File: config.mk
export PLATFORM = sky130hd
export DESIGN_NAME = spm_control
export DESIGN_NICKNAME = d
export VERILOG_FILES = /design/src/logic/spm_pkg.sv /design/src/logic/spm_control.sv
export SDC_FILE = /design/constraint.sdc
export NUM_CORES = 1
export LEC_CHECK = 0
export BUFFER_PORTS_ARGS = -buffer_cell sky130_fd_sc_hd__buf_4
export CAP_MARGIN = 20
export CORE_MARGIN = 2
export CORE_UTILIZATION = 40
export DETAILED_ROUTE_END_ITERATION = 10
export PLACE_DENSITY = 0.74
export REMOVE_ABC_BUFFERS = 1
export SYNTH_ARGS = -nofsm -noshare
export SYNTH_HDL_FRONTEND = slang
export SYNTH_SLANG_ARGS = --single-unit
File: constraint.sdc
create_clock -name clk -period 1.8 [get_ports clk]
set_input_delay 0.27 -clock clk [delete_from_list [all_inputs] [get_ports clk]]
set_output_delay 0.27 -clock clk [all_outputs]
set_load 0.02 [all_outputs]
File: src/logic/spm_pkg.sv
// Word width, memory depth, opcode and state enums, bus selects, control and host structs

package spm_pkg;

  localparam int WORD_W    = 8;   // Data, address and instruction width
  localparam int MEM_DEPTH = 256; // Unified program and data memory

  typedef logic [WORD_W-1:0] word_t;

  // Instruction format is opcode[7:4], source[3:2], destination[1:0]
  typedef enum logic [3:0] {
    op_nop = 4'd0,
    op_add = 4'd1,
    op_sub = 4'd2,
    op_and = 4'd3,
    op_not = 4'd4,
    op_rd  = 4'd5,
    op_wr  = 4'd6,
    op_br  = 4'd7,
    op_brz = 4'd8  // Anything above halts
  } opcode_e;

  typedef enum logic [3:0] {
    st_idle = 4'd0,
    st_fet1 = 4'd1,
    st_fet2 = 4'd2,
    st_dec  = 4'd3,
    st_ex1  = 4'd4,
    st_rd1  = 4'd5,
    st_rd2  = 4'd6,
    st_wr1  = 4'd7,
    st_wr2  = 4'd8,
    st_br1  = 4'd9,
    st_br2  = 4'd10,
    st_halt = 4'd11
  } state_e;

  typedef enum logic [2:0] {
    sel1_r0 = 3'd0,
    sel1_r1 = 3'd1,
    sel1_r2 = 3'd2,
    sel1_r3 = 3'd3,
    sel1_pc = 3'd4
  } bus1_sel_e;

  typedef enum logic [1:0] {
    sel2_alu  = 2'd0,
    sel2_bus1 = 2'd1,
    sel2_mem  = 2'd2
  } bus2_sel_e;

  // One strobe per register plus the two bus selects
  typedef struct packed {
    logic [3:0] reg_load;  // R3..R0 load mask
    logic       pc_load;
    logic       pc_inc;
    logic       ir_load;
    logic       addr_load;
    logic       y_load;
    logic       z_load;
    logic       mem_write;
    bus1_sel_e  bus1_sel;
    bus2_sel_e  bus2_sel;
  } ctrl_t;

  typedef struct packed {
    logic  en;
    word_t addr;
    word_t data;
  } host_req_t;

endpackage

File: src/logic/spm_control.sv
// Multi-cycle controller that decodes instructions and drives the control struct

`timescale 1ns/1ps

module spm_control (
  input  logic           clk,
  input  logic           rst,
  input  logic           run_i,
  input  spm_pkg::word_t instruction_i,
  input  logic           zero_i,
  output spm_pkg::ctrl_t ctrl_o,
  output logic           halted_o
);

  spm_pkg::state_e  state;
  spm_pkg::state_e  next_state;
  spm_pkg::opcode_e opcode;
  logic [1:0]       src;
  logic [1:0]       dest;

  assign opcode = spm_pkg::opcode_e'(instruction_i[7:4]);
  assign src    = instruction_i[3:2];
  assign dest   = instruction_i[1:0];

  assign halted_o = (state == spm_pkg::st_halt);

  always_ff @(posedge clk or negedge rst) begin
    if (!rst) begin
      state <= spm_pkg::st_idle;
    end else begin
      state <= next_state;
    end
  end

  always_comb begin
    ctrl_o     = '0;
    next_state = state;

    case (state)
      spm_pkg::st_idle: begin
        if (run_i) next_state = spm_pkg::st_fet1;
      end

      spm_pkg::st_fet1: begin  // Address register gets PC
        ctrl_o.bus1_sel  = spm_pkg::sel1_pc;
        ctrl_o.bus2_sel  = spm_pkg::sel2_bus1;
        ctrl_o.addr_load = 1'b1;
        next_state       = spm_pkg::st_fet2;
      end

      spm_pkg::st_fet2: begin
        ctrl_o.bus2_sel = spm_pkg::sel2_mem;
        ctrl_o.ir_load  = 1'b1;
        ctrl_o.pc_inc   = 1'b1;
        next_state      = spm_pkg::st_dec;
      end

      spm_pkg::st_dec: begin
        case (opcode)
          spm_pkg::op_nop: next_state = spm_pkg::st_fet1;

          spm_pkg::op_add, spm_pkg::op_sub, spm_pkg::op_and: begin
            ctrl_o.bus1_sel = spm_pkg::bus1_sel_e'({1'b0, src});
            ctrl_o.bus2_sel = spm_pkg::sel2_bus1;
            ctrl_o.y_load   = 1'b1;  // Source into Y
            next_state      = spm_pkg::st_ex1;
          end

          // Single pass through the ALU, so done in decode
          spm_pkg::op_not: begin
            ctrl_o.bus1_sel = spm_pkg::bus1_sel_e'({1'b0, src});
            ctrl_o.bus2_sel = spm_pkg::sel2_alu;
            ctrl_o.reg_load = 4'b0001 << dest;
            ctrl_o.z_load   = 1'b1;
            next_state      = spm_pkg::st_fet1;
          end

          spm_pkg::op_rd, spm_pkg::op_wr, spm_pkg::op_br: begin
            ctrl_o.bus1_sel  = spm_pkg::sel1_pc;  // Point at the second byte
            ctrl_o.bus2_sel  = spm_pkg::sel2_bus1;
            ctrl_o.addr_load = 1'b1;
            if (opcode == spm_pkg::op_rd) begin
              next_state = spm_pkg::st_rd1;
            end else if (opcode == spm_pkg::op_wr) begin
              next_state = spm_pkg::st_wr1;
            end else begin
              next_state = spm_pkg::st_br1;
            end
          end

          spm_pkg::op_brz: begin
            if (zero_i) begin
              ctrl_o.bus1_sel  = spm_pkg::sel1_pc;
              ctrl_o.bus2_sel  = spm_pkg::sel2_bus1;
              ctrl_o.addr_load = 1'b1;
              next_state       = spm_pkg::st_br1;
            end else begin
              ctrl_o.pc_inc = 1'b1;  // Skip the target byte
              next_state    = spm_pkg::st_fet1;
            end
          end

          default: next_state = spm_pkg::st_halt;
        endcase
      end

      spm_pkg::st_ex1: begin  // Dest on bus 1, result back into dest
        ctrl_o.bus1_sel = spm_pkg::bus1_sel_e'({1'b0, dest});
        ctrl_o.bus2_sel = spm_pkg::sel2_alu;
        ctrl_o.reg_load = 4'b0001 << dest;
        ctrl_o.z_load   = 1'b1;
        next_state      = spm_pkg::st_fet1;
      end

      spm_pkg::st_rd1, spm_pkg::st_wr1: begin
        ctrl_o.bus2_sel  = spm_pkg::sel2_mem;  // Operand address from second byte
        ctrl_o.addr_load = 1'b1;
        ctrl_o.pc_inc    = 1'b1;
        next_state = (state == spm_pkg::st_rd1) ? spm_pkg::st_rd2 : spm_pkg::st_wr2;
      end

      spm_pkg::st_rd2: begin
        ctrl_o.bus2_sel = spm_pkg::sel2_mem;
        ctrl_o.reg_load = 4'b0001 << dest;
        next_state      = spm_pkg::st_fet1;
      end

      spm_pkg::st_wr2: begin
        ctrl_o.bus1_sel  = spm_pkg::bus1_sel_e'({1'b0, src});
        ctrl_o.mem_write = 1'b1;
        next_state       = spm_pkg::st_fet1;
      end

      spm_pkg::st_br1: begin
        ctrl_o.bus2_sel  = spm_pkg::sel2_mem;
        ctrl_o.addr_load = 1'b1;
        next_state       = spm_pkg::st_br2;
      end

      spm_pkg::st_br2: begin  // Indirect target into PC
        ctrl_o.bus2_sel = spm_pkg::sel2_mem;
        ctrl_o.pc_load  = 1'b1;
        next_state      = spm_pkg::st_fet1;
      end

      spm_pkg::st_halt: next_state = spm_pkg::st_halt;  // Left only by reset

      default: next_state = spm_pkg::st_idle;
    endcase
  end

endmodule

After elaboration in Yosys (flattened, before gate mapping). Index checks and enable logic that the tools add are counted.

Equal/unequal tests: 20. Shift-type cells: 1. Muxes and demuxes: 26. Reduce and logical (&&, ||, !) cells: 11.

Operators with widths (count): 4-bit by 3-bit equality test with 1-bit output, second input constant (8); 4-bit one-hot mux with 8 select lines (1); 4-bit 2-to-1 mux (6); 4-bit equality test, second input constant (5); 5-bit one-hot mux with 4 select lines (1); 4-bit by 2-bit equality test with 1-bit output, second input constant (4); 4-bit one-hot mux with 4 select lines (1); 3-bit one-hot mux with 4 select lines (1); 1-bit 2-to-1 mux (9); 3-bit OR reduction (3); 4-bit by 1-bit equality test with 1-bit output, second input constant (2); 4-bit zero test (2); 1-bit one-hot mux with 2 select lines (4); 4-bit one-hot mux with 2 select lines (1); 4-bit OR reduction (2); 2-bit one-hot mux with 3 select lines (1); 2-bit OR reduction (3); 6-bit OR reduction (1); 5-bit 2-to-1 mux (1); 1-bit by 2-bit left shift with 4-bit output, first input constant (1); 2-bit != test, second input constant (1).

Register bits: 4. Input port bits: 12. Output and inout port bits: 17. Word-level logic and storage cells: 59.

Longest topological paths before layout. Gate-level depths: netlist of run 1.

Depth after elaboration: 5. Mapped depth: 4. Mapped depth without buffers: 3.

Worst setup path after synthesis of run 1. Ideal clock, no wire load.

Kind: input to output. Start: input instruction_i[4]. End: output ctrl_o[10] (netlist name). Data arrival time: 1903 ps. Data required time: 1530 ps. Path slack: -373 ps. Cell stages on the path: 4. Buffers on the path: 1. Cells stage by stage: buf_4 nor4b_2 nand2b_1 a2111oi_0.

RTL lines: start: declaration (RTL line spm_control.sv:9) `input spm_pkg::word_t instruction_i,`; end: declaration (RTL line spm_control.sv:11) `output spm_pkg::ctrl_t ctrl_o,`.

==> results of run 1 <==
## synth_stat cells, drive strengths merged
cell type and count:
or4bb 1, a22o 2, nor2 8, a32o 3
nor4b 1, nand2b 3, and2b 1, o21ba 1
dfrtp 4, xnor2 1, a2111oi 1, buf 2
a211oi 1, a21oi 1, and3 1, o21bai 1
o31ai 2, a31oi 5, or4 1, nand2 8
o21ai 6, clkbuf 5, inv 3, or4b 1
nor3 4, nor3b 3, nand3 2, and3b 1
a2bb2oi 1, nor2b 5, o211ai 1
## kinds of logic (layout without fill, tap and decap cells)
logic type      count (synthesis)  in the layout  synth area share, %
compound gates                 25             25                31.96
buf+inv                        10             44                9.071
flops                           4              4                17.28
simple gates                   40             40                40.17
xor+xnor                        1              1                1.512
## per-layer routing
metal | share of wire [%] | wire (um) | vias to the layer above | GRT usage (%)
met4 | 0.66 | 11 | 0 | 5.625
li1 | - | - | 368 | -
met3 | 5.8 | 97 | 2 | 1.293
met1 | 43 | 714 | 328 | 27.56
met2 | 51 | 849 | 25 | 33.44
met5 | 0 | 0 | - | 0
## layout make-up
cell class	count	area share, %
flip-flops and latches	4	11.11
well taps	15	2.083
clock buffers	3	2.500
multi-input cells	66	51.11
inverters	3	1.250
repair buffers	38	31.94
## final timing paths
check | end | slack [ns]
worst max-delay path | ctrl_o[13] | -0.17
worst min-delay path | state[1] | 0.36
worst max register to register | state[0] | 0.47
worst min register to register | state[0] | 0.60
max in group asynchronous | state[3] | 1.34
min in group clk | state[3] | 0.36
## power groups by stage
| stage | registers, mW | clock network [mW] | logic [mW] |
|---|---|---|---|
| floorplan | 0.214 | 0 | 0.511 |
| CTS | 0.146 | 0.117 | 1.00 |
| finish | 0.147 | 0.114 | 1.01 |
| global placement | 0.145 | 0 | 0.961 |
| detailed placement | 0.146 | 0 | 0.971 |
| global route | 0.151 | 0.121 | 1.10 |
## per-stage QoR
| step | TNS, ns | util, % | setup WS (ns) | cells |
|---|---|---|---|---|
| global placement | 0 | 62.57 | 0.03182 | 125 |
| CTS | -0.8334 | 66.89 | -0.1591 | 129 |
| floorplan | -1.006 | - | -0.2437 | 73 |
| global route | -1.226 | 67.54 | -0.2026 | 129 |
| detailed placement | -0.01430 | 62.57 | -0.01069 | 125 |
| finish | -0.8161 | 67.54 | -0.1661 | 129 |
## repair_timing
action | CTS | global route
hold buffers | 1 | 0
gates resized for setup | 4 | 3
pin swaps | 3 | 0
hold endpoints to repair | 4 | 0
endpoints found under the setup margin | 8 | 12
==> impl_metrics.json, run 1 <==
{
  "die_h_um": 42.06,
  "io_buffers": 28,
  "min_period_over_period_pct": 109.2,
  "cp_max_fo": 4,
  "ys_types": 34,
  "rows": 13,
  "fillers": 121,
  "power_mw": 1.273,
  "viasPerCell": 5.605,
  "min_path_type": "primary input to asynchronous set/reset pin",
  "slew_headroom_pct": 79.54,
  "cp_cell_sequence": "or4bb_4 > a2bb2oi_4 > nor3b_2 > buf_4",
  "p_leak_nw": 0.4094,
  "reg_top3": "state (4)",
  "required_ns": 1.53,
  "core_area_mm2": 0.001334,
  "fin_skew_ns": 0.003967,
  "wire_per_inst_um": 12.97,
  "cp-startpoint": "state[3]",
  "power.density_mw_per_mm2": 1413,
  "clock_sinks": 4,
  "reg2reg_depth": 4,
  "max_freq_mhz": 508.6,
  "post_dp_cell_area_um2": 834.6,
  "drv_slew": 0,
  "p_clk_share_pct": 9.0,
  "mostFrequentLayoutCell": "buf_4",
  "fp.dieW_um": 42.06,
  "clock_latency_ns": 0.24,
  "dieArea_mm2": 0.001769,
  "setup_slack_ns": -0.1661,
  "cts_tree": "built",
  "detailedPlacementHpwl_mm": 1.298,
  "synth_top_area_share_pct": 17.28,
  "nNetsFinal": 128,
  "antenna_found_initial": 0,
  "dr.pass1.iters": 4,
  "violations": "negative setup slack",
  "synth_area_leader_cell": "dfrtp_1",
  "htree_levels": 1,
  "status": "complete, but fails checks",
  "comb_power_share_pct": 79.5,
  "largest_register": "state",
  "p_sw_share_pct": 48.10,
  "netlist_area_um2": 579.3,
  "period_needed_ns": 1.966,
  "p_int_mw": 0.6606,
  "ctsRootBufferMaster": "clkbuf_4",
  "vias": 723,
  "r2r-start": "state[1]",
  "slowest_delay_ns": 0.58,
  "grt-ovfl-total": 0,
  "start_kind": "register",
  "syn2layout_area_growth_pct": 55.51,
  "drtIter0Drc": 15,
  "cts.clk_slew.worst_paths_ns": 0.04,
  "setup_viol": 8,
  "most-common-layout-cells": "buf_4, nand2_1, nor2_1",
  "final_area_um2": 900.9,
  "largest_reg_flops": 4,
  "crit_path_end_kind": "output pin",
  "crit_type": "register to output pin",
  "gp_congestion": 0.8488,
  "pwr-share-seq_pct": 11.5,
  "critPathArrivalTime_ns": 1.70,
  "drt-total-wl_mm": 1.673,
  "num_antenna_cells": 0,
  "grt_usage_pct": 19.95,
  "drc": 0,
  "power_switching_mw": 0.6123,
  "cts_setup_buffers": 0,
  "syn_avg_cell_area_um2": 7.241,
  "grt_max_degree": 15,
  "detail-route-antenna-nets": 0,
  "crit_slowest_cell": "or4bb_4",
  "drive_gt1_share_pct": 42.98,
  "path_buf_inv": 1,
  "tightest_slew_ns": 0.3062,
  "regArea_um2": 100.1,
  "hold_viol_final": 0,
  "ys_seq_area_share_pct": 17.28,
  "numCtsBuffers": 3,
  "maxCapViolCount": 0,
  "path_depth": 4,
  "top_level_ports": 29,
  "clockBufferDepth": 2,
  "synthTopCellsByArea": "dfrtp_1, a31oi_1, nor2b_1",
  "fin_hold_ws_ns": 0.3604,
  "yosysWarnings": 0,
  "rsz0062_at_grt": "true",
  "syn_inst": 80,
  "crit_family": "simple AND/OR/NAND/NOR gates",
  "yosys_register_bits": 4,
  "multi_input_area_um2": 460.4,
  "initial_core_util_pct": 43.43,
  "peakVddDrop_v": 0.0007125,
  "grt_first_pass_wirelength_mm": 2.815,
  "grt_pass1_vias": 658
}
Note: power is estimated with default switching activity, not from simulation.
==> run 2: changes to the inputs <==
CTS_CLUSTER_SIZE = 16   (was default)
SKIP_CTS_REPAIR_TIMING = 1   (was default)
==> impl_metrics.json, run 2 (same netlist as run 1, synthesis figures left out) <==
{
  "antenna_found_initial": 0,
  "initial_core_util_pct": 43.43,
  "dr.pass1.iters": 4,
  "power_switching_mw": 0.6374,
  "grt_pass1_vias": 607,
  "largest_register": "state",
  "numCtsBuffers": 3,
  "critPathArrivalTime_ns": 1.70,
  "period_needed_ns": 1.974,
  "cts.clk_slew.worst_paths_ns": 0.04,
  "max_freq_mhz": 506.5,
  "p_clk_share_pct": 9.1,
  "dieArea_mm2": 0.001769,
  "cp_max_fo": 4,
  "top_level_ports": 29,
  "grt_usage_pct": 18.70,
  "io_buffers": 28,
  "ff2ff_setup_slack_ns": 0.44,
  "fin_hold_ws_ns": 0.3467,
  "dpl.cell_count": 125,
  "pwr-share-seq_pct": 11.1,
  "dp_slack_ns": -0.01069,
  "fp.dieW_um": 42.06,
  "tightest_slew_ns": 0.3407,
  "slew_headroom_pct": 77.24,
  "min_path_type": "primary input to asynchronous set/reset pin",
  "r2r_end": "state[0]",
  "min_period_over_period_pct": 109.7,
  "required_ns": 1.53,
  "ctsRootBufferMaster": "clkbuf_4",
  "hold_viol_final": 0,
  "wire_per_inst_um": 13.75,
  "cts_tree": "built",
  "nNetsFinal": 129,
  "final_area_um2": 915.9,
  "maxCapViolCount": 0,
  "drc": 0,
  "largest_reg_flops": 4,
  "p_sw_share_pct": 48.46,
  "syn2layout_area_growth_pct": 58.10,
  "fin_skew_ns": 0.009166,
  "cp-startpoint": "state[3]",
  "power_mw": 1.315,
  "comb_power_share_pct": 79.7,
  "detailedPlacementHpwl_mm": 1.298,
  "htree_levels": 1,
  "mostFrequentLayoutCell": "buf_4",
  "drive_gt1_share_pct": 44.35,
  "status": "complete, but fails checks",
  "violations": "negative setup slack",
  "drv_slew": 0,
  "grt-ovfl-total": 0,
  "setup_slack_ns": -0.1745,
  "gp_congestion": 0.8488,
  "drtIter0Drc": 19,
  "crit_type": "register to output pin",
  "detail-route-antenna-nets": 0,
  "rows": 13,
  "core_area_mm2": 0.001334,
  "post_dp_cell_area_um2": 834.6,
  "drt-total-wl_mm": 1.787,
  "grt_first_pass_wirelength_mm": 2.628,
  "crit_path_end_kind": "output pin",
  "clock_latency_ns": 0.25,
  "num_antenna_cells": 0,
  "most-common-layout-cells": "buf_4, nand2_1, nor2_1",
  "p_leak_nw": 0.4155,
  "reg2reg_depth": 4,
  "r2r-start": "state[1]",
  "instances_no_fill": 130,
  "die_h_um": 42.06,
  "rsz0062_at_grt": "true",
  "p_int_mw": 0.6779,
  "grt_max_degree": 15,
  "vias": 734,
  "start_kind": "register",
  "clockBufferDepth": 2,
  "power.density_mw_per_mm2": 1436,
  "viasPerCell": 5.646,
  "reg_top3": "state (4)",
  "peakVddDrop_v": 0.0007112,
  "setup_viol": 8,
  "clock_sinks": 4
}
-- run 2: cell types whose count changed in the layout (fill, tap and decap cells not counted), sizes merged --
cell	change
buf	+1
-- run 2: area by class of cell --
class | count | area [um2]
clock buffer | 3 | 22.52
tap | 15 | 18.77
timing repair buffer | 39 | 299.0
sequential | 4 | 100.1
fill | 117 | 417.9
multi-input combinational | 66 | 464.2
inverter | 3 | 11.26
-- run 2: stage by stage --
step                util (%)  TNS (ns)
global route           68.67    -1.537
CTS                    64.26    -1.275
global placement       62.57         0
floorplan                  -    -1.006
finish                 68.67    -1.065
detailed placement     62.57  -0.01430
-- run 2: worst max-delay path by stage --
stage,end,slack (ns),depth (start not counted)
after CTS,ctrl_o[13],-0.26,4
after global routing,ctrl_o[13],-0.22,4
after detailed placement,ctrl_o[13],-0.01,4
after floorplan,ctrl_o[13],-0.24,3
final,ctrl_o[13],-0.17,4
after global placement,ctrl_o[14],0.03,4
-- run 2: routing by layer --
metal	vias up	global-route usage, %	part of all wire (%)
met5	-	0	0
met4	0	5.625	1.4
met3	2	1.293	6.2
met2	31	30.00	51
met1	330	26.77	42
li1	371	-	-
-- run 2: worst max-delay path: stages, from the launching register on --
cell	delay, ns
dfrtp_1	0.37
or4bb_4	0.58
a2bb2oi_4	0.18
nor3b_2	0.18
buf_4	0.16
-- run 2: power by group through the flow --
stage | Combinational (mW) | Clock, mW | Sequential, mW
after floorplan | 0.511 | 0 | 0.214
after global routing | 1.14 | 0.129 | 0.151
final | 1.05 | 0.120 | 0.146
after detailed placement | 0.971 | 0 | 0.146
after CTS | 0.972 | 0.117 | 0.145
after global placement | 0.961 | 0 | 0.145
==> run 3: changes to the inputs <==
clock period = 1.9 ns   (was 1.8 ns; I/O delays follow)
==> impl_metrics.json, run 3 (same netlist as run 1, synthesis figures left out) <==
{
  "status": "complete, but fails checks",
  "violations": "negative setup slack",
  "dieArea_mm2": 0.001769,
  "crit_slowest_cell": "or4bb_4",
  "p_leak_nw": 0.3860,
  "syn2layout_area_growth_pct": 49.89,
  "reg_top3": "state (4)",
  "path_buf_inv": 1,
  "hold_viol_final": 0,
  "maxCapViolCount": 0,
  "min_period_over_period_pct": 104.7,
  "numCtsBuffers": 3,
  "cp_cell_sequence": "or4bb_4 > a2bb2oi_4 > nor3b_2 > buf_4",
  "grt_usage_pct": 20.23,
  "core_area_mm2": 0.001334,
  "start_kind": "register",
  "dpl.cell_count": 120,
  "cp_max_fo": 4,
  "grt-ovfl-total": 0,
  "cts.clk_slew.worst_paths_ns": 0.04,
  "cts_tree": "built",
  "detail-route-antenna-nets": 0,
  "required_ns": 1.62,
  "critPathArrivalTime_ns": 1.70,
  "top_level_ports": 29,
  "peakVddDrop_v": 0.0007355,
  "vias": 751,
  "drc": 0,
  "rows": 13,
  "dr.pass1.iters": 4,
  "regArea_um2": 100.1,
  "crit_path_end_kind": "output pin",
  "setup_viol": 6,
  "drv_slew": 0,
  "initial_core_util_pct": 43.43,
  "most-common-layout-cells": "buf_4, nand2_1, nor2_1",
  "rsz0062_at_grt": "true",
  "slowest_delay_ns": 0.59,
  "power.density_mw_per_mm2": 1386,
  "detailedPlacementHpwl_mm": 1.261,
  "largest_register": "state",
  "wire_per_inst_um": 14.24,
  "nNetsFinal": 123,
  "fin_skew_ns": 0.006555,
  "clockBufferDepth": 2,
  "io_buffers": 28,
  "fillers": 117,
  "drtIter0Drc": 31,
  "period_needed_ns": 1.989,
  "largest_reg_flops": 4,
  "ctsRootBufferMaster": "clkbuf_4",
  "multi_input_area_um2": 465.4,
  "clock_sinks": 4,
  "num_antenna_cells": 0,
  "instances_no_fill": 124,
  "viasPerCell": 6.056,
  "max_freq_mhz": 502.7,
  "setup_slack_ns": -0.08927,
  "tightest_slew_ns": 0.3102,
  "post-route-util_pct": 65.10,
  "crit_family": "simple AND/OR/NAND/NOR gates",
  "slew_headroom_pct": 79.28,
  "grt_pass1_vias": 637,
  "antenna_found_initial": 0,
  "htree_levels": 1,
  "drive_gt1_share_pct": 41.28,
  "fp.dieW_um": 42.06,
  "grt_max_degree": 15,
  "clock_latency_ns": 0.24,
  "min_path_type": "primary input to register",
  "drt-total-wl_mm": 1.766,
  "gp_congestion": 0.8757,
  "mostFrequentLayoutCell": "buf_4",
  "die_h_um": 42.06,
  "grt_first_pass_wirelength_mm": 2.773,
  "crit_type": "register to output pin"
}
==> run 3: cell types whose count changed in the layout (fill, tap and decap cells not counted), sizes merged <==
cell,previous run,this run
buf,38,32
==> run 3: where the power goes <==
part	leakage (nW)	internal [mW]	switching (mW)
Sequential	0.0498	0.123	0.0158
Combinational	0.322	0.419	0.539
Clock	0.0138	0.0708	0.0370
Total	0.386	0.612	0.591
==> run 3: path summary, 6_finish.rpt <==
path	start	endpoint	slack (ns)	cells past startpoint
setup / recovery	state[3]	ctrl_o[13]	-0.09	4
hold / removal	zero_i	state[3]	0.37	3
setup reg to reg	state[1]	state[0]	0.56	4
hold reg to reg	state[0]	state[0]	0.61	2
max in group asynchronous	rst	state[1]	1.42	2
min in group asynchronous	rst	state[3]	0.38	2
==> run 3: routing by layer <==
layer | part of all wire (%) | vias to the layer above | global-route usage (%)
met3 | 6.8 | 2 | 4.310
met5 | 0 | - | 0
met2 | 52 | 46 | 33.44
met4 | 1.2 | 0 | 9.375
li1 | - | 357 | -
met1 | 40 | 346 | 25.00
==> run 3: area by class of cell <==
class	instances	share of cell area, %
clock buffers	3	2.594
inverters	3	1.297
multi-input cells	66	53.60
flip-flops and latches	4	11.53
well taps	15	2.161
repair buffers	33	28.82
==> run 3: worst register-to-register path, cell delays in order, from the launching register on <==
cell and delay, ns:
dfrtp_1 0.36, buf_4 0.18, or4_1 0.54, nand3_1 0.10, a21oi_1 0.04
==> run 3: metrics by stage <==
stage | hold slack [ns] | setup slack [ns] | total power [mW] | setup TNS (ns) | cell area (um2)
after floorplan | -0.01059 | -0.1727 | 0.6864 | -0.5821 | 538.0
after global placement | 0.07919 | 0.1019 | 1.026 | 0 | 797.0
after detailed placement | 0.08041 | 0.08909 | 1.032 | 0 | 797.0
after CTS | -0.1798 | -0.1710 | 1.149 | -0.6332 | 819.5
after global routing | 0.3777 | -0.1285 | 1.297 | -0.6627 | 868.3
final | 0.3726 | -0.08927 | 1.204 | -0.3971 | 868.3
